File: src/usart_config.svh
`ifndef USART_CONFIG_SVH
`define USART_CONFIG_SVH

// data memory addresses of the usart registers
`define USART_UDR_ADDR    12'h0C6
`define USART_UCSRA_ADDR  12'h0C0
`define USART_UCSRB_ADDR  12'h0C1
`define USART_UCSRC_ADDR  12'h0C2
`define USART_UBRRH_ADDR  12'h0C5
`define USART_UBRRL_ADDR  12'h0C4

// interrupt vector numbers, matched against irqack_addr_i
`define USART_RXC_VEC   6'h12
`define USART_UDRE_VEC  6'h13
`define USART_TXC_VEC   6'h14

// prescaler ticks per bit
`define USART_OSR_NORMAL  16
`define USART_OSR_U2X     8

`define USART_UCSRC_RESET  8'h06  // 8 data bits, no parity, 1 stop

`endif

File: src/usart_pkg.sv
package usart_pkg;

	typedef logic [7:0] usart_byte_t;

	// ucsz1:0 from ucsrc[2:1]
	typedef enum logic [1:0] {
		CS_5 = 2'b00,
		CS_6 = 2'b01,
		CS_7 = 2'b10,
		CS_8 = 2'b11
	} char_size_t;

	// upm1:0 from ucsrc[5:4], 01 is reserved and acts as none
	typedef enum logic [1:0] {
		PAR_NONE = 2'b00,
		PAR_RSVD = 2'b01,
		PAR_EVEN = 2'b10,
		PAR_ODD  = 2'b11
	} parity_t;

	// one receive fifo slot
	typedef struct packed {
		logic        fe;   // stop bit read low
		logic        upe;  // parity mismatch
		usart_byte_t data; // right aligned
	} rx_entry_t;

	typedef logic [11:0] ubrr_t;

endpackage

File: src/usart_baud.sv
`timescale 1ns/1ns

module usart_baud (
	input  logic             cp2,
	input  logic             ireset,
	input  usart_pkg::ubrr_t ubrr_i,
	input  logic             en_i,
	input  logic             restart_i,
	input  logic             load_i,
	output logic             tick_o
);

	usart_pkg::ubrr_t cnt;
	logic             hold;

	assign hold = restart_i || load_i;

	// down counter, one tick per ubrr+1 clocks
	always_ff @(posedge cp2 or negedge ireset) begin
		if (!ireset) begin
			cnt <= '0;
		end else if (hold || (cnt == '0)) begin
			cnt <= ubrr_i;
		end else begin
			cnt <= cnt - 1'b1;
		end
	end

	assign tick_o = en_i && !hold && (cnt == '0);  // reload cycle

endmodule

File: src/usart_fifo.sv
`timescale 1ns/1ns

module usart_fifo #(
	parameter type payload_t = usart_pkg::usart_byte_t,
	parameter int  DEPTH     = 2
) (
	input  logic     cp2,
	input  logic     ireset,
	input  payload_t din_i,
	input  logic     we_i,
	input  logic     re_i,
	input  logic     flush_i,
	output payload_t dout_o,
	output logic     full_o,
	output logic     empty_o
);

	localparam int AW = (DEPTH > 1) ? $clog2(DEPTH) : 1;
	localparam int CW = $clog2(DEPTH + 1);

	payload_t        mem [DEPTH];
	logic [AW-1:0]   wptr;
	logic [AW-1:0]   rptr;
	logic [CW-1:0]   count;
	logic            do_wr;
	logic            do_rd;

	assign full_o  = (count == CW'(DEPTH));
	assign empty_o = (count == '0);
	assign do_wr   = we_i && !full_o;  // dropped when full
	assign do_rd   = re_i && !empty_o;
	assign dout_o  = mem[rptr];        // head shows without a read

	always_ff @(posedge cp2) begin
		if (do_wr)
			mem[wptr] <= din_i;
	end

	always_ff @(posedge cp2 or negedge ireset) begin
		if (!ireset) begin
			wptr  <= '0;
			rptr  <= '0;
			count <= '0;
		end else if (flush_i) begin
			wptr  <= '0;
			rptr  <= '0;
			count <= '0;
		end else begin
			if (do_wr)
				wptr <= (wptr == AW'(DEPTH - 1)) ? '0 : wptr + 1'b1;
			if (do_rd)
				rptr <= (rptr == AW'(DEPTH - 1)) ? '0 : rptr + 1'b1;
			if (do_wr && !do_rd)
				count <= count + 1'b1;
			else if (do_rd && !do_wr)
				count <= count - 1'b1;
		end
	end

endmodule

File: src/usart_rx.sv
`timescale 1ns/1ns
`include "usart_config.svh"

module usart_rx (
	input  logic                  cp2,
	input  logic                  ireset,
	input  logic                  rxd_i,
	input  logic                  tick_i,
	input  logic                  en_i,
	input  logic                  u2x_i,
	input  usart_pkg::char_size_t char_size_i,
	input  usart_pkg::parity_t    parity_i,
	output logic                  restart_o,
	output logic                  wr_o,
	output usart_pkg::rx_entry_t  entry_o
);

	typedef enum logic [1:0] {RX_IDLE, RX_START, RX_DATA} rx_state_t;

	rx_state_t  state;
	logic [2:0] rxd_sync;  // two sync flops plus edge history
	logic       rxd_q;
	logic [1:0] samp;
	logic       maj;
	logic [3:0] tick_cnt;
	logic [3:0] last_tick;
	logic [3:0] eval_tick;
	logic [3:0] bitcnt;
	logic [3:0] nbits;
	logic       par_en;
	logic [9:0] shreg;
	logic       eval;
	logic [7:0] raw;
	logic [7:0] data;

	assign rxd_q     = rxd_sync[1];
	assign nbits     = 4'd5 + {2'b00, char_size_i};
	assign par_en    = parity_i[1];
	assign last_tick = u2x_i ? 4'(`USART_OSR_U2X - 1) : 4'(`USART_OSR_NORMAL - 1);
	assign eval_tick = u2x_i ? 4'(`USART_OSR_U2X / 2 + 1) : 4'(`USART_OSR_NORMAL / 2 + 1);
	assign eval      = tick_i && (tick_cnt == eval_tick);  // third mid-bit sample
	assign maj       = (samp[1] & samp[0]) | (samp[1] & rxd_q) | (samp[0] & rxd_q);
	assign restart_o = (state == RX_IDLE);

	always_ff @(posedge cp2 or negedge ireset) begin
		if (!ireset)
			rxd_sync <= 3'b111;  // line idles high
		else
			rxd_sync <= {rxd_sync[1:0], rxd_i};
	end

	always_ff @(posedge cp2 or negedge ireset) begin
		if (!ireset) begin
			state    <= RX_IDLE;
			tick_cnt <= '0;
			bitcnt   <= '0;
			samp     <= 2'b11;
			wr_o     <= 1'b0;
		end else begin
			wr_o <= 1'b0;
			if (!en_i || state == RX_IDLE) begin
				tick_cnt <= '0;
				state    <= RX_IDLE;
				if (en_i && rxd_sync[2] && !rxd_q)  // falling edge
					state <= RX_START;
			end else if (tick_i) begin
				tick_cnt <= (tick_cnt == last_tick) ? 4'd0 : tick_cnt + 4'd1;
				samp     <= {samp[0], rxd_q};
				if (eval && state == RX_START) begin
					if (maj) begin
						state <= RX_IDLE;  // glitch, not a start bit
					end else begin
						state  <= RX_DATA;
						bitcnt <= nbits + {3'b000, par_en} + 4'd1;
					end
				end else if (eval) begin
					bitcnt <= bitcnt - 4'd1;
					if (bitcnt == 4'd1) begin  // stop bit
						state <= RX_IDLE;
						wr_o  <= 1'b1;
					end
				end
			end
		end
	end

	// bits enter at the top, so the stop bit ends in shreg[9]
	always_ff @(posedge cp2) begin
		if (state == RX_DATA && eval)
			shreg <= {maj, shreg[9:1]};
	end

	always_comb begin
		raw           = par_en ? shreg[7:0] : shreg[8:1];
		data          = raw >> (4'd8 - nbits);
		entry_o.data  = data;
		entry_o.fe    = !shreg[9];
		entry_o.upe   = par_en && (^data ^ shreg[8] ^ parity_i[0]);
	end

endmodule

File: src/usart_tx.sv
`timescale 1ns/1ns
`include "usart_config.svh"

module usart_tx (
	input  logic                   cp2,
	input  logic                   ireset,
	input  logic                   tick_i,
	input  logic                   en_i,
	input  logic                   u2x_i,
	input  usart_pkg::char_size_t  char_size_i,
	input  usart_pkg::parity_t     parity_i,
	input  logic                   two_stop_i,
	input  usart_pkg::usart_byte_t data_i,
	input  logic                   buf_empty_i,
	output logic                   pop_o,
	output logic                   restart_o,
	output logic                   done_o,
	output logic                   txd_o
);

	logic [3:0]  bitcnt;    // bits left, zero means idle
	logic [3:0]  tick_cnt;
	logic [3:0]  last_tick;
	logic [3:0]  nbits;
	logic [3:0]  frame_len;
	logic        par_en;
	logic        par_bit;
	logic        bit_end;
	logic [11:0] frame;
	logic [11:0] shreg;

	assign nbits     = 4'd5 + {2'b00, char_size_i};
	assign par_en    = parity_i[1];
	assign last_tick = u2x_i ? 4'(`USART_OSR_U2X - 1) : 4'(`USART_OSR_NORMAL - 1);
	assign frame_len = 4'd2 + nbits + {3'b000, par_en} + {3'b000, two_stop_i};
	assign bit_end   = (bitcnt != '0) && tick_i && (tick_cnt == last_tick);
	assign pop_o     = en_i && (bitcnt == '0) && !buf_empty_i;
	assign restart_o = (bitcnt == '0);
	assign txd_o     = (bitcnt == '0 || !en_i) ? 1'b1 : shreg[0];

	// start, data lsb first, parity, then ones for the stop bits
	always_comb begin
		frame   = '1;
		par_bit = parity_i[0];  // odd parity starts from one
		frame[0] = 1'b0;
		for (int i = 0; i < 8; i++) begin
			if (i < nbits) begin
				frame[i+1] = data_i[i];
				par_bit    = par_bit ^ data_i[i];
			end
		end
		if (par_en)
			frame[nbits+1] = par_bit;
	end

	always_ff @(posedge cp2 or negedge ireset) begin
		if (!ireset) begin
			bitcnt   <= '0;
			tick_cnt <= '0;
			done_o   <= 1'b0;
		end else begin
			done_o <= 1'b0;
			if (!en_i) begin
				bitcnt   <= '0;  // abort the frame
				tick_cnt <= '0;
			end else if (pop_o) begin
				bitcnt   <= frame_len;
				tick_cnt <= '0;
			end else if (bit_end) begin
				tick_cnt <= '0;
				bitcnt   <= bitcnt - 4'd1;
				done_o   <= (bitcnt == 4'd1);  // last stop bit out
			end else if (bitcnt != '0 && tick_i) begin
				tick_cnt <= tick_cnt + 4'd1;
			end
		end
	end

	always_ff @(posedge cp2) begin
		if (pop_o)
			shreg <= frame;
		else if (bit_end)
			shreg <= {1'b1, shreg[11:1]};
	end

endmodule

File: src/usart_regs.sv
`timescale 1ns/1ns
`include "usart_config.svh"

module usart_regs (
	input  logic                   cp2,
	input  logic                   ireset,
	input  logic [11:0]            ram_addr_i,
	input  logic                   ramre_i,
	input  logic                   ramwe_i,
	input  usart_pkg::usart_byte_t dbus_i,
	output usart_pkg::usart_byte_t dbus_o,
	output logic                   out_en_o,
	input  logic                   irqack_i,
	input  logic [5:0]             irqack_addr_i,
	input  usart_pkg::rx_entry_t   rx_head_i,
	input  logic                   rx_empty_i,
	input  logic                   rx_full_i,
	input  logic                   rx_wr_i,
	input  logic                   tx_full_i,
	input  logic                   tx_empty_i,
	input  logic                   tx_done_i,
	output logic                   rx_pop_o,
	output logic                   rx_flush_o,
	output logic                   tx_push_o,
	output logic                   rxen_o,
	output logic                   txen_o,
	output logic                   u2x_o,
	output usart_pkg::char_size_t  char_size_o,
	output usart_pkg::parity_t     parity_o,
	output logic                   two_stop_o,
	output usart_pkg::ubrr_t       ubrr_o,
	output logic                   baud_load_o,
	output logic                   rxc_irq_o,
	output logic                   udre_irq_o,
	output logic                   txc_irq_o
);

	logic [7:3]             ucsrb_q;  // rxcie txcie udrie rxen txen
	logic [7:0]             ucsrc_q;
	logic [3:0]             ubrrh_q;  // high byte waits here for the low byte
	usart_pkg::ubrr_t       ubrr_q;
	logic                   u2x_q;
	logic                   txc_q;
	logic                   dor_q;
	logic                   ucsra_we;
	logic                   txc_ack;
	usart_pkg::usart_byte_t ucsra;

	assign ucsra_we = ramwe_i && (ram_addr_i == `USART_UCSRA_ADDR);
	assign txc_ack  = irqack_i && (irqack_addr_i == `USART_TXC_VEC);

	assign rxen_o      = ucsrb_q[4];
	assign txen_o      = ucsrb_q[3];
	assign u2x_o       = u2x_q;
	assign char_size_o = usart_pkg::char_size_t'(ucsrc_q[2:1]);
	assign parity_o    = usart_pkg::parity_t'(ucsrc_q[5:4]);
	assign two_stop_o  = ucsrc_q[3];
	assign ubrr_o      = ubrr_q;

	// datapath strobes
	assign rx_pop_o    = ramre_i && (ram_addr_i == `USART_UDR_ADDR) && rxen_o;
	assign tx_push_o   = ramwe_i && (ram_addr_i == `USART_UDR_ADDR) && txen_o;
	assign rx_flush_o  = ramwe_i && (ram_addr_i == `USART_UCSRB_ADDR) && !dbus_i[4];
	assign baud_load_o = ramwe_i && (ram_addr_i == `USART_UBRRL_ADDR);

	always_ff @(posedge cp2 or negedge ireset) begin
		if (!ireset) begin
			ucsrb_q <= '0;
			ucsrc_q <= `USART_UCSRC_RESET;
			ubrrh_q <= '0;
			ubrr_q  <= '0;
			u2x_q   <= 1'b0;
		end else if (ramwe_i) begin
			case (ram_addr_i)
				`USART_UCSRA_ADDR: u2x_q <= dbus_i[1];
				`USART_UCSRB_ADDR: ucsrb_q <= dbus_i[7:3];
				`USART_UCSRC_ADDR: ucsrc_q <= dbus_i;
				`USART_UBRRH_ADDR: ubrrh_q <= dbus_i[3:0];
				`USART_UBRRL_ADDR: ubrr_q <= {ubrrh_q, dbus_i}; // commit both halves
				default: ;
			endcase
		end
	end

	// status flags, a set wins over a clear in the same cycle
	always_ff @(posedge cp2 or negedge ireset) begin
		if (!ireset) begin
			txc_q <= 1'b0;
			dor_q <= 1'b0;
		end else begin
			if (tx_done_i && tx_empty_i)
				txc_q <= 1'b1;
			else if (txc_ack || (ucsra_we && dbus_i[6]))
				txc_q <= 1'b0;
			if (rx_wr_i && rx_full_i)
				dor_q <= 1'b1;  // character lost
			else if (rx_pop_o || ucsra_we)
				dor_q <= 1'b0;
		end
	end

	always_comb begin
		ucsra = {!rx_empty_i, txc_q, !tx_full_i,
			!rx_empty_i && rx_head_i.fe, dor_q,
			!rx_empty_i && rx_head_i.upe, u2x_q, 1'b0}; // mpcm reads 0
	end

	always_comb begin
		dbus_o   = '0;
		out_en_o = ramre_i;
		case (ram_addr_i)
			`USART_UDR_ADDR:   dbus_o = rx_head_i.data;
			`USART_UCSRA_ADDR: dbus_o = ucsra;
			`USART_UCSRB_ADDR: dbus_o = {ucsrb_q, 3'b000};
			`USART_UCSRC_ADDR: dbus_o = ucsrc_q;
			`USART_UBRRH_ADDR: dbus_o = {4'h0, ubrr_q[11:8]};
			`USART_UBRRL_ADDR: dbus_o = ubrr_q[7:0];
			default:           out_en_o = 1'b0;
		endcase
	end

	assign rxc_irq_o  = ucsrb_q[7] && !rx_empty_i;
	assign txc_irq_o  = ucsrb_q[6] && txc_q;
	assign udre_irq_o = ucsrb_q[5] && !tx_full_i;

endmodule

File: src/usart_top.sv
`timescale 1ns/1ns

module usart_top (
	input  logic                   cp2,
	input  logic                   ireset,
	input  logic [11:0]            ram_addr_i,
	input  logic                   ramre_i,
	input  logic                   ramwe_i,
	input  usart_pkg::usart_byte_t dbus_i,
	output usart_pkg::usart_byte_t dbus_o,
	output logic                   out_en_o,
	input  logic                   rxd_i,
	output logic                   txd_o,
	output logic                   rxen_o,
	output logic                   txen_o,
	output logic                   rxc_irq_o,
	output logic                   udre_irq_o,
	output logic                   txc_irq_o,
	input  logic                   irqack_i,
	input  logic [5:0]             irqack_addr_i
);

	usart_pkg::rx_entry_t   rx_entry, rx_head;
	usart_pkg::usart_byte_t tx_data;
	usart_pkg::char_size_t  char_size;
	usart_pkg::parity_t     parity;
	usart_pkg::ubrr_t       ubrr;
	logic rx_wr, rx_pop, rx_flush, rx_full, rx_empty, rx_restart, rx_tick;
	logic tx_push, tx_pop, tx_full, tx_empty, tx_restart, tx_tick, tx_done;
	logic u2x, two_stop, baud_load;

	usart_regs regs0 (.cp2, .ireset, .ram_addr_i, .ramre_i, .ramwe_i, .dbus_i, .dbus_o,
		.out_en_o, .irqack_i, .irqack_addr_i, .rx_head_i(rx_head), .rx_empty_i(rx_empty),
		.rx_full_i(rx_full), .rx_wr_i(rx_wr), .tx_full_i(tx_full), .tx_empty_i(tx_empty),
		.tx_done_i(tx_done), .rx_pop_o(rx_pop), .rx_flush_o(rx_flush), .tx_push_o(tx_push),
		.rxen_o, .txen_o, .u2x_o(u2x), .char_size_o(char_size), .parity_o(parity),
		.two_stop_o(two_stop), .ubrr_o(ubrr), .baud_load_o(baud_load),
		.rxc_irq_o, .udre_irq_o, .txc_irq_o);

	usart_baud baud_rx0 (.cp2, .ireset, .ubrr_i(ubrr), .en_i(rxen_o),
		.restart_i(rx_restart), .load_i(baud_load), .tick_o(rx_tick));

	usart_baud baud_tx0 (.cp2, .ireset, .ubrr_i(ubrr), .en_i(txen_o),
		.restart_i(tx_restart), .load_i(baud_load), .tick_o(tx_tick));

	usart_fifo #(.payload_t(usart_pkg::rx_entry_t), .DEPTH(2)) rx_fifo0 (.cp2, .ireset,
		.din_i(rx_entry), .we_i(rx_wr), .re_i(rx_pop), .flush_i(rx_flush),
		.dout_o(rx_head), .full_o(rx_full), .empty_o(rx_empty));

	usart_fifo #(.payload_t(usart_pkg::usart_byte_t), .DEPTH(1)) tx_buf0 (.cp2, .ireset,
		.din_i(dbus_i), .we_i(tx_push), .re_i(tx_pop), .flush_i(!txen_o),
		.dout_o(tx_data), .full_o(tx_full), .empty_o(tx_empty));

	usart_rx rx0 (.cp2, .ireset, .rxd_i, .tick_i(rx_tick), .en_i(rxen_o), .u2x_i(u2x),
		.char_size_i(char_size), .parity_i(parity), .restart_o(rx_restart),
		.wr_o(rx_wr), .entry_o(rx_entry));

	usart_tx tx0 (.cp2, .ireset, .tick_i(tx_tick), .en_i(txen_o), .u2x_i(u2x),
		.char_size_i(char_size), .parity_i(parity), .two_stop_i(two_stop),
		.data_i(tx_data), .buf_empty_i(tx_empty), .pop_o(tx_pop),
		.restart_o(tx_restart), .done_o(tx_done), .txd_o);

endmodule

File: config.mk
export PLATFORM = sky130hd
export DESIGN_NAME = usart_top
export DESIGN_NICKNAME = d
export VERILOG_FILES = /design/src/usart_pkg.sv /design/src/usart_baud.sv /design/src/usart_fifo.sv /design/src/usart_rx.sv /design/src/usart_tx.sv /design/src/usart_regs.sv /design/src/usart_top.sv
export VERILOG_INCLUDE_DIRS = /design/src
export SDC_FILE = /design/constraint.sdc
export NUM_CORES = 1
export LEC_CHECK = 0
export ABC_AREA = 1
export BUFFER_PORTS_ARGS = -buffer_cell sky130_fd_sc_hd__buf_2
export CORE_ASPECT_RATIO = 0.5
export CORE_MARGIN = 2
export CORE_UTILIZATION = 55
export DETAILED_ROUTE_END_ITERATION = 10
export PLACE_DENSITY_LB_ADDON = 0.05
export SYNTH_ARGS = -nofsm -noshare
export SYNTH_HDL_FRONTEND = slang
export SYNTH_SLANG_ARGS = --single-unit
export TNS_END_PERCENT = 20
File: constraint.sdc
create_clock -name cp2 -period 2.62 [get_ports cp2]
set_clock_uncertainty 0.05 [all_clocks]
set_input_delay 0.524 -clock cp2 [delete_from_list [all_inputs] [get_ports cp2]]
set_output_delay 0.524 -clock cp2 [all_outputs]
set_load 0.02 [all_outputs]
# Word-level counts from Yosys, hierarchy flattened
# Memories as Yosys holds them, arrays and structs flattened.
# Index checks and enable logic that the tools add are counted.
# totals
ff_bits	108
latchBits	0
mem_bits_rw	28
rom_bits	0
input_bits	32
out_inout_bits	15
wordCells	259
memories	2
# classes
n_addsub	20
mul	0
n_div	0
n_lt_le_gt_ge	10
n_eq_ne	19
shifts	1
n_mux	78
n_bitwise	17
n_reduce_logical	88
# mem_list
memory	words	word_bits	read_ports	rd_clocked_by_memory_dff	wr	line	source
rx_fifo0.mem	2	10	1	0	1	usart_fifo.sv:21	payload_t mem [DEPTH];
tx_buf0.mem	1	8	1	0	1	usart_fifo.sv:21	
# op_table
cell	count
equality test 12 x 8 -> 1 bit, second input constant	6
two-way mux 12 bit	5
two-way mux 4 bit	15
one-hot mux 8 bit (6 select lines)	1
two-way mux 1 bit	45
logical AND 1 bit	40
>= comparator 32 x 1 -> 1 bit, second input constant	1
< comparator 32 x 5 -> 1 bit, second input constant	1
zero test 12 bit	2
subtractor 12 x 1 -> 12 bit, second input constant	2
two-way mux 2 bit	9
< comparator 3 x 4 -> 1 bit, first input constant	4
zero test 1 bit	14
nonzero test 2 bit	7
adder 4 x 1 -> 4 bit	3
adder 4 x 1 -> 4 bit, second input constant	3
bitwise mux 12 bit	1
equality test 4 bit	3
AND reduction 2 bit	6
XOR 1 bit	10
nonzero test 3 bit	3
equality test 4 x 1 -> 1 bit, second input constant	2
logical OR 1 bit	8
< comparator 1 x 4 -> 1 bit, first input constant	2
other kinds (29)	40

# Logic depth before layout (Yosys ltp)
# Gate-level depths: netlist of run 1.
# logic_depth
depth_word	20
depth_mapped	20
depth_no_buf	18

# Cells and area by module
# A second synthesis of run 1 with hierarchy kept.
# unflattened
hier_cells	1023
hier_area_um2	8164.1
# by_module_without_submodules
mod	n_inst	cells_each	area_each_um2	seq_area_each_um2
usart_regs	1	275	1918.1	803.3
usart_rx	1	234	1806.7	706.9
usart_tx	1	194	1610.3	585.6
usart_baud	2	107	770.7	300.3
usart_fifo (rx_fifo0)	1	90	988.4	700.7
usart_fifo (tx_buf0)	1	15	295.3	265.3
usart_top	1	1	3.8	0.0

# Worst setup path before layout of run 1
# OpenSTA, ideal clock, no wires.
# synth_path
path_type	flip-flop to flip-flop
startpoint	register regs0.ucsrc_q[1]
endpoint	memory rx_fifo0.mem[0][8] (netlist name) (data pin)
setup_ns	0.255
t_arrival_ns	2.264
required_time_ns	2.315
slack_ns	0.050
stages_incl_launch_ff	21
n_path_buf	2
synth_period_minus_slack_ns	2.570
cell_sequence	dfstp_2 > buf_6 > inv_2 > buf_6 > ha_1 > inv_2 > nand2_2 > nand2_4 > nand2_4 > inv_2 > nand2_1 > nand2_1 > nand2_1 > nand2_1 > nand2_1 > nand2_1 > inv_1 > nor2_1 > nand2_1 > nand2_1 > nor2_1
# synth_lines
element	line	source
from (decl)	usart_regs.sv:39	logic [7:0] ucsrc_q;
from (signal assigned)	usart_regs.sv:69	ucsrc_q <= `USART_UCSRC_RESET;
from (signal assigned)	usart_regs.sv:77	`USART_UCSRC_ADDR: ucsrc_q <= dbus_i;
to (decl)	usart_fifo.sv:21	

# Final worst setup path of run 1
# layout_path
startpoint	register rx_fifo0.rptr
endpoint	output port dbus_o[6]
# layout_via
elab_chain_cells	2
# layout_lines
element	line	source
from (decl)	usart_fifo.sv:23	logic [AW-1:0] rptr;
from (signal assigned)	usart_fifo.sv:52	rptr <= (rptr == AW'(DEPTH - 1)) ? '0 : rptr + 1'b1;
memory (2 x 10 bit)	--	
one-hot mux 8 bit (6 select lines)	usart_regs.sv:111	case (ram_addr_i)
to (decl)	usart_top.sv:10	output usart_pkg::usart_byte_t dbus_o,
# No other way between the ends.

==> impl_metrics.csv, run 1 <==
group,metric,value,unit
synth,yosysWarnings,0,
setup_path,crit_path_cell_trace,"buf_6 -> mux2_2 -> nand2_1 -> nand2_1 -> a21oi_1 -> o211ai_1 -> buf_2",
synth,syn-cell-area,7620,sq um
setup_path,crit_path_start_kind,"flip-flop",
clock_network,cts_tree,"done",
placed_design,port_buffers,46,
clock_network,clk_path_buf_depth,2,
route,wl_per_cell,15.6,um
global_route,grt_overflow,0,
synth,ys_types,56,
timing,max_freq,395,MHz
timing,fin_hold_ws,0.0372,ns
finish,antenna_cells,0,
setup_path,crit_fanout,10,
global_route,grt_pass1_wl,29100,um
timing,hold_violations,0,
timing,report.final.slew_viol_count,0,
synth,synth-edff-count,50,
placed_design,hpwl,13600,um
run,max_cap_viol_count,0,
synth,ys_ff_latch,136,
timing,relSlewSlack,0.318,
global_route,antenna_found_initial,0,
route,totalWireLength,18200,um
timing,min_period_over_period,0.966,
die,die_h,87.2,um
synth,yosysSeqAreaShare,0.480,
clock_network,cts-root-buf,"clkbuf_16",
die,die_x,170,um
setup_path,arrival,1.96,ns
clock_network,hold_buffers,0,
synth,postSynthAreaPerCell,8.61,sq um
setup_path,slowest_stage,"dfrtp_2",
die,die-area,14900,sq um
die,ioPinCount,47,
clock_network,clock-sinks,136,
outcome,outcome,"finished, final reports clean",
finish,fill_cells,1130,
synth,syn-num-nets,941,
clock_network,path_clk_slew,0.06,ns
timing,layout_min_cycle_time,2.53,ns
setup_path,cp-end-kind,"output port",
timing,setup_violations,0,
synth,async_reset_ff_frac,0.632,
placed_design,gp_congestion,0.910,
setup_path,required,2.05,ns
pwr,worst_ir_drop_vdd,0.424,mV
timing,worst_pin_slew,1.02,ns
clock_network,clk_latency,0.42,ns
global_route,grt_util_all_layers,0.258,
setup_path,cp_common_cell,"nand2_1",
pwr,p_leak,4.11,nW
route,drc,0,
synth,synth-main-ff-cell,"dfrtp_1",
finish,area_delta_synth_final,15.3,%
setup_path,criticalPathCategory,"reg -> out",
finish,layout.nets,1019,
die,rows,30,
global_route,grt_pass1_vias,5766,
route,dr.pass1.iters,5,
setup_path,cpPeakStageDelay,0.43,ns
pwr,power,0.00545,W
pwr,power_density,620,nW/um^2
hold_path,hold_path.class,"in -> async",
route,vias_per_cell,5.24,
synth,netlist_instances,885,
route,drt_iter0_markers,617,
die,core_area,13600,sq um
die,initial_core_util,0.563,
route,vias,6120,
route,route.antenna.remaining_nets,0,
global_route,grt_max_degree,40,
clock_network,cts_buffers,17,
finish,drive_above_1_share,0.198,
clock_network,htreeDepth,4,
==> flip-flops by register name, summed over array words and instances (netlist names), 2 cells and up <==
signal          count
rx_fifo0.mem       20
rx0.state           2
baud_tx0.cnt       12
rx0.shreg          10
tx0.shreg          12
tx0.bitcnt          4
rx0.tick_cnt        4
regs0.ubrr_o       12
rx0.samp            2
tx0.tick_cnt        4
tx_buf0.mem         8
regs0.ucsrc_q       8
rx0.bitcnt          4
baud_rx0.cnt       12
regs0.ucsrb_q       5
rx_fifo0.count      2
rx0.rxd_sync        3
regs0.ubrrh_q       4
==> synthesized netlist by cell type, types with 6 or more instances <==
cell,number,area share
xor2_1,24,0.028
nor2_4,6,0.0089
nand2_1,211,0.10
nand2_2,15,0.012
nor3_1,13,0.0085
inv_2,12,0.0059
nand4_1,9,0.0074
nor2_1,58,0.029
a21oi_1,24,0.016
nor2_2,8,0.0066
dfstp_2,7,0.024
dfrtp_1,79,0.26
o21ai_0,71,0.047
nand3_2,7,0.0092
edfxtp_1,50,0.20
nand3_1,43,0.028
inv_1,125,0.062
ha_1,22,0.036
o21ai_1,11,0.0072
o22ai_1,6,0.0049
buf_6,6,0.0089
==> kinds of logic after synthesis <==
| family | synth area share |
|---|---|
| mux | 0.0113 |
| buf+inv | 0.0855 |
| flops | 0.480 |
| simple gates | 0.243 |
| fa+ha+maj | 0.0414 |
| xor+xnor | 0.0333 |
| compound gates | 0.105 |
==> layout by cell type (no fill, tap or decap), types with 4 or more instances in the layout <==
cell,n
o221ai_1,4
xor2_1,24
nor3_1,13
ha_1,21
o21ai_0,69
nand2_2,16
o22ai_1,6
nor2_1,57
nand4_1,9
o211ai_1,4
edfxtp_1,50
buf_2,45
o21a_1,5
mux2_2,5
buf_4,27
nand3_1,43
xnor2_1,5
inv_6,7
nand3_2,7
nand2_1,210
inv_1,125
a21oi_1,24
dfrtp_1,78
nor2_4,6
nor2_2,9
dfstp_2,7
o21ai_1,13
clkbuf_16,17
inv_2,12
clkinv_4,4
==> worst paths after layout <==
path	cells past startpoint	start	slack, ns	to
min reg2reg	0	rx0.rxd_sync[1]$_DFF_PN1_	0.31	rx0.rxd_sync[2]$_DFF_PN1_
max	7	rx_fifo0.rptr$_DFFE_PN0P_	0.09	dbus_o[6]
min in group cp2	1	rxd_i	0.15	rx0.rxd_sync[0]$_DFF_PN1_
max in group asynchronous	2	ireset	1.83	rx0.samp[1]$_DFFE_PN1P_
min	1	ireset	0.04	baud_rx0.cnt[7]$_DFF_PN0_
max reg2reg	12	regs0.ucsrc_q[1]$_DFFE_PN1P_	0.19	tx0.shreg[4]$_DFFE_PP_
==> layout make-up <==
| class | instances | area [sq um] | area share |
|---|---|---|---|
| clock buffers | 17 | 425 | 0.0484 |
| clock inverters | 15 | 143 | 0.0162 |
| inverters | 140 | 534 | 0.0608 |
| multi-input cells | 594 | 3320 | 0.378 |
| flip-flops and latches | 136 | 3660 | 0.417 |
| well taps | 192 | 240 | 0.0273 |
| repair buffers | 74 | 459 | 0.0523 |
==> layer usage <==
| metal | wire length, um | track usage | share of wire |
|---|---|---|---|
| met5 | 0 | 0 | 0 |
| met2 | 8040 | 0.399 | 0.44 |
| met1 | 9080 | 0.377 | 0.50 |
| met3 | 786 | 0.0423 | 0.043 |
| met4 | 267 | 0.0746 | 0.015 |
==> metrics by stage <==
| step | setup TNS, ns | cell area, sq um | setup WS, ns | utilization | cells |
|---|---|---|---|---|---|
| 2_1_floorplan | 0 | 7620 | 0.0505 | - | 885 |
| 3_3_place_gp | 0 | 8150 | 0.116 | 0.601 | 1128 |
| 3_5_place_dp | 0 | 8150 | 0.122 | 0.601 | 1128 |
| 4_1_cts | 0 | 8710 | 0.0171 | 0.643 | 1160 |
| 5_1_grt | -0.0121 | 8790 | -0.0121 | 0.648 | 1168 |
| 6_report | 0 | 8790 | 0.0897 | 0.648 | 1168 |
==> timing repair <==
action	4_1_cts	5_1_grt
resized for setup	0	7
setup buffers	0	8
endpoints found under the setup margin	0	19
==> where the power goes <==
part           internal (W)  total, W  switching (W)
clock network       0.00133   0.00231       0.000989
registers           0.00234   0.00244      0.0000993
logic              0.000263  0.000700       0.000436
total               0.00393   0.00545        0.00152
==> critical path: cells and delay by family (launching register included) <==
kind	cells	cell delay, ns
AO/OA/AOI/OAI	2	0.28
buffers and inverters	2	0.34
flip-flops	1	0.43
multiplexers	1	0.36
AND/OR/NAND/NOR	2	0.13
Power figures use the tool's default switching activity.
==> run 2, diff against run 1 <==
Settings changed: CORE_MARGIN 2 to 8.
==> run 2 against run 1 <==
Non-clock buffer count decreased by 7. Routed wire length increased by 1.3%. First-iteration DRC count decreased by 16%. Sequential share of layout area increased by 0.29 points. Global-route usage decreased by 4.7 points. Setup slack improved by 0.012 ns. Power decreased by 2.3%. Critical endpoint unchanged. Highest routed layer unchanged.
==> impl_metrics.csv, run 2 (synthesis results as in run 1) <==
group,metric,value,unit
outcome,outcome,"finished, final reports clean",
setup_path,criticalPathCategory,"reg -> out",
timing,layout_min_cycle_time,2.52,ns
pwr,p_leak,4.06,nW
clock_network,path_clk_slew,0.06,ns
pwr,p_switching,0.00142,W
setup_path,crit_path_cell_trace,"buf_6 -> mux2_2 -> nand2_1 -> nand2_1 -> a21oi_2 -> o211ai_1 -> buf_2",
route,top_layer,"met4",
clock_network,post-cts-setup-buffer-count,0,
finish,fin_cells,1160,
timing,hold_violations,0,
finish,largest_reg_flops,20,
hold_path,hold_path.class,"in -> async",
clock_network,clock-sinks,136,
timing,worst_pin_slew,0.753,ns
timing,max_freq,397,MHz
route,dr_wl_met2,8400,um
global_route,grt_pass1_wl,30000,um
setup_path,timing.reg2reg.setup_slack,0.17,ns
setup_path,rr_worst_depth,12,
pwr,clockPowerShare,0.408,
setup_path,arrival,1.94,ns
global_route,grt_max_degree,49,
timing,min_period_over_period,0.961,
clock_network,hold_buffers,0,
route,wl_met1,8890,um
setup_path,r2r-end,"tx0.shreg[4]$_DFFE_PP_",
route,drt_iter0_markers,518,
setup_path,cp.depth,7,
die,die-area,18100,sq um
die,rows,30,
setup_path,rr_startpoint,"regs0.ucsrc_q[2]$_DFFE_PN1P_",
timing,worst_slack,0.102,ns
setup_path,crit_buf_inv,2,
setup_path,required,2.05,ns
route,vias,6051,
finish,final_cell_mix,"nand2_1 (209), inv_1 (125), dfrtp_1 (78), o21ai_0 (68), nor2_1 (57)",
setup_path,cp-end-kind,"output port",
pwr,power_density,611,nW/um^2
timing,report.final.slew_viol_count,0,
pwr,switching_share,0.266,
setup_path,worstSetupEndpoint,"dbus_o[6]",
die,core_area,13600,sq um
placed_design,gp_congestion,0.907,
timing,relSlewSlack,0.496,
route,route.antenna.remaining_nets,0,
route,dr.pass1.iters,5,
route,dr_wl_met3,960,um
route,drc,0,
setup_path,cpPeakStageDelay,0.45,ns
clock_network,clk_latency,0.42,ns
finish,final_util,0.644,
run,max_cap_viol_count,0,
pwr,internal-power,0.00391,W
finish,top_register,"rx_fifo0.mem",
setup_path,slowest_stage,"dfrtp_2",
die,die_x,182,um
clock_network,cts-root-buf,"clkbuf_16",
clock_network,htreeDepth,4,
pwr,worst_ir_drop_vdd,0.295,mV
global_route,grt_pass1_vias,5904,
placed_design,hpwl,13900,um
die,ioPinCount,47,
setup_path,cp_common_cell,"nand2_1",
timing,final.setup.tns,0,ns
global_route,grt_overflow,0,
pwr,p_comb_frac,0.133,
setup_path,crit_family,"flip-flops",
setup_path,crit_path_start,"rx_fifo0.rptr$_DFFE_PN0P_",
global_route,grt_util_all_layers,0.210,
route,vias_per_cell,5.22,
finish,drive_above_1_share,0.190,
finish,antenna_cells,0,
die,initial_core_util,0.563,
route,totalWireLength,18400,um
timing,rsz0062_at_grt,"yes",
timing,setup_violations,0,
finish,area_delta_synth_final,14.5,%
placed_design,port_buffers,46,
placed_design,dp.cells,1129,
timing,fin_hold_ws,0.0423,ns
clock_network,cts_tree,"done",
route,wl_per_cell,15.9,um
finish,layout.nets,1012,
clock_network,clk_path_buf_depth,2,
pwr,p_seq_frac,0.458,
finish,final_common_cell,"nand2_1",
setup_path,crit_path_start_kind,"flip-flop",
setup_path,crit_fanout,9,
clock_network,cts_buffers,17,
global_route,antenna_found_initial,0,
die,die_h,99.2,um
placed_design,preCtsSetupSlack,0.113,ns
[run 2: changes by cell type in the layout (fill, tap and decap cells not counted), sizes merged]
cell | previous run | this run
clkbuf | 17 | 19
buf | 74 | 67
inv | 145 | 139
clkinv | 7 | 10
[run 2: area by class of cell]
class / instances / area, sq um
repair buffers: 67 / 407
fillers: 1159 / 4820
multi-input cells: 594 / 3350
clock inverters: 12 / 85.1
inverters: 140 / 534
clock buffers: 19 / 443
flip-flops and latches: 136 / 3660
well taps: 192 / 240
[run 2: what timing repair did]
action / in CTS / in global routing
resized for setup: 1 / 13
endpoints found under the setup margin: 1 / 14
pin swaps: 0 / 1
[run 2: worst register-to-register path, cell delays in order (launching register included)]
cell and delay, ns:
dfstp_2 0.62, inv_1 0.11, buf_4 0.17, ha_1 0.22
inv_1 0.08, nand2_1 0.06, xor2_1 0.16, xor2_1 0.21
nand3_1 0.11, nand2_2 0.13, inv_1 0.08, o21ai_0 0.14
nand2_1 0.06
[run 2: layer usage]
metal,vias up,GRT usage
met5,-,0
met4,0,0.0557
met3,18,0.0542
met2,121,0.325
met1,2892,0.290
li1,3020,-
[run 2: power by group through the flow]
stage / sequential (W) / combinational [W] / clock (W)
6_report: 0.00244 / 0.000710 / 0.00218
5_1_grt: 0.00246 / 0.000826 / 0.00231
4_1_cts: 0.00244 / 0.000710 / 0.00221
3_5_place_dp: 0.00248 / 0.000707 / 0
3_3_place_gp: 0.00247 / 0.000686 / 0
2_1_floorplan: 0.00246 / 0.000524 / 0
[run 2: worst min path at each step]
| stage | start | to | cells past startpoint |
|---|---|---|---|
| after detailed placement | rx0.rxd_sync[0]$_DFF_PN1_ | rx0.rxd_sync[1]$_DFF_PN1_ | 0 |
| final | ireset | rx0.tick_cnt[0]$_DFFE_PN0P_ | 1 |
| after global placement | rx0.rxd_sync[0]$_DFF_PN1_ | rx0.rxd_sync[1]$_DFF_PN1_ | 0 |
| after floorplan | ireset | baud_rx0.cnt[0]$_DFF_PN0_ | 0 |
| after global routing | ireset | rx0.tick_cnt[0]$_DFFE_PN0P_ | 1 |
| after CTS | ireset | rx0.tick_cnt[0]$_DFFE_PN0P_ | 1 |
[run 2: through the flow]
step | area (sq um) | power, W
floorplan | 7620 | 0.00298
global placement | 8150 | 0.00316
detailed placement | 8150 | 0.00318
CTS | 8680 | 0.00536
global route | 8730 | 0.00560
finish | 8730 | 0.00533
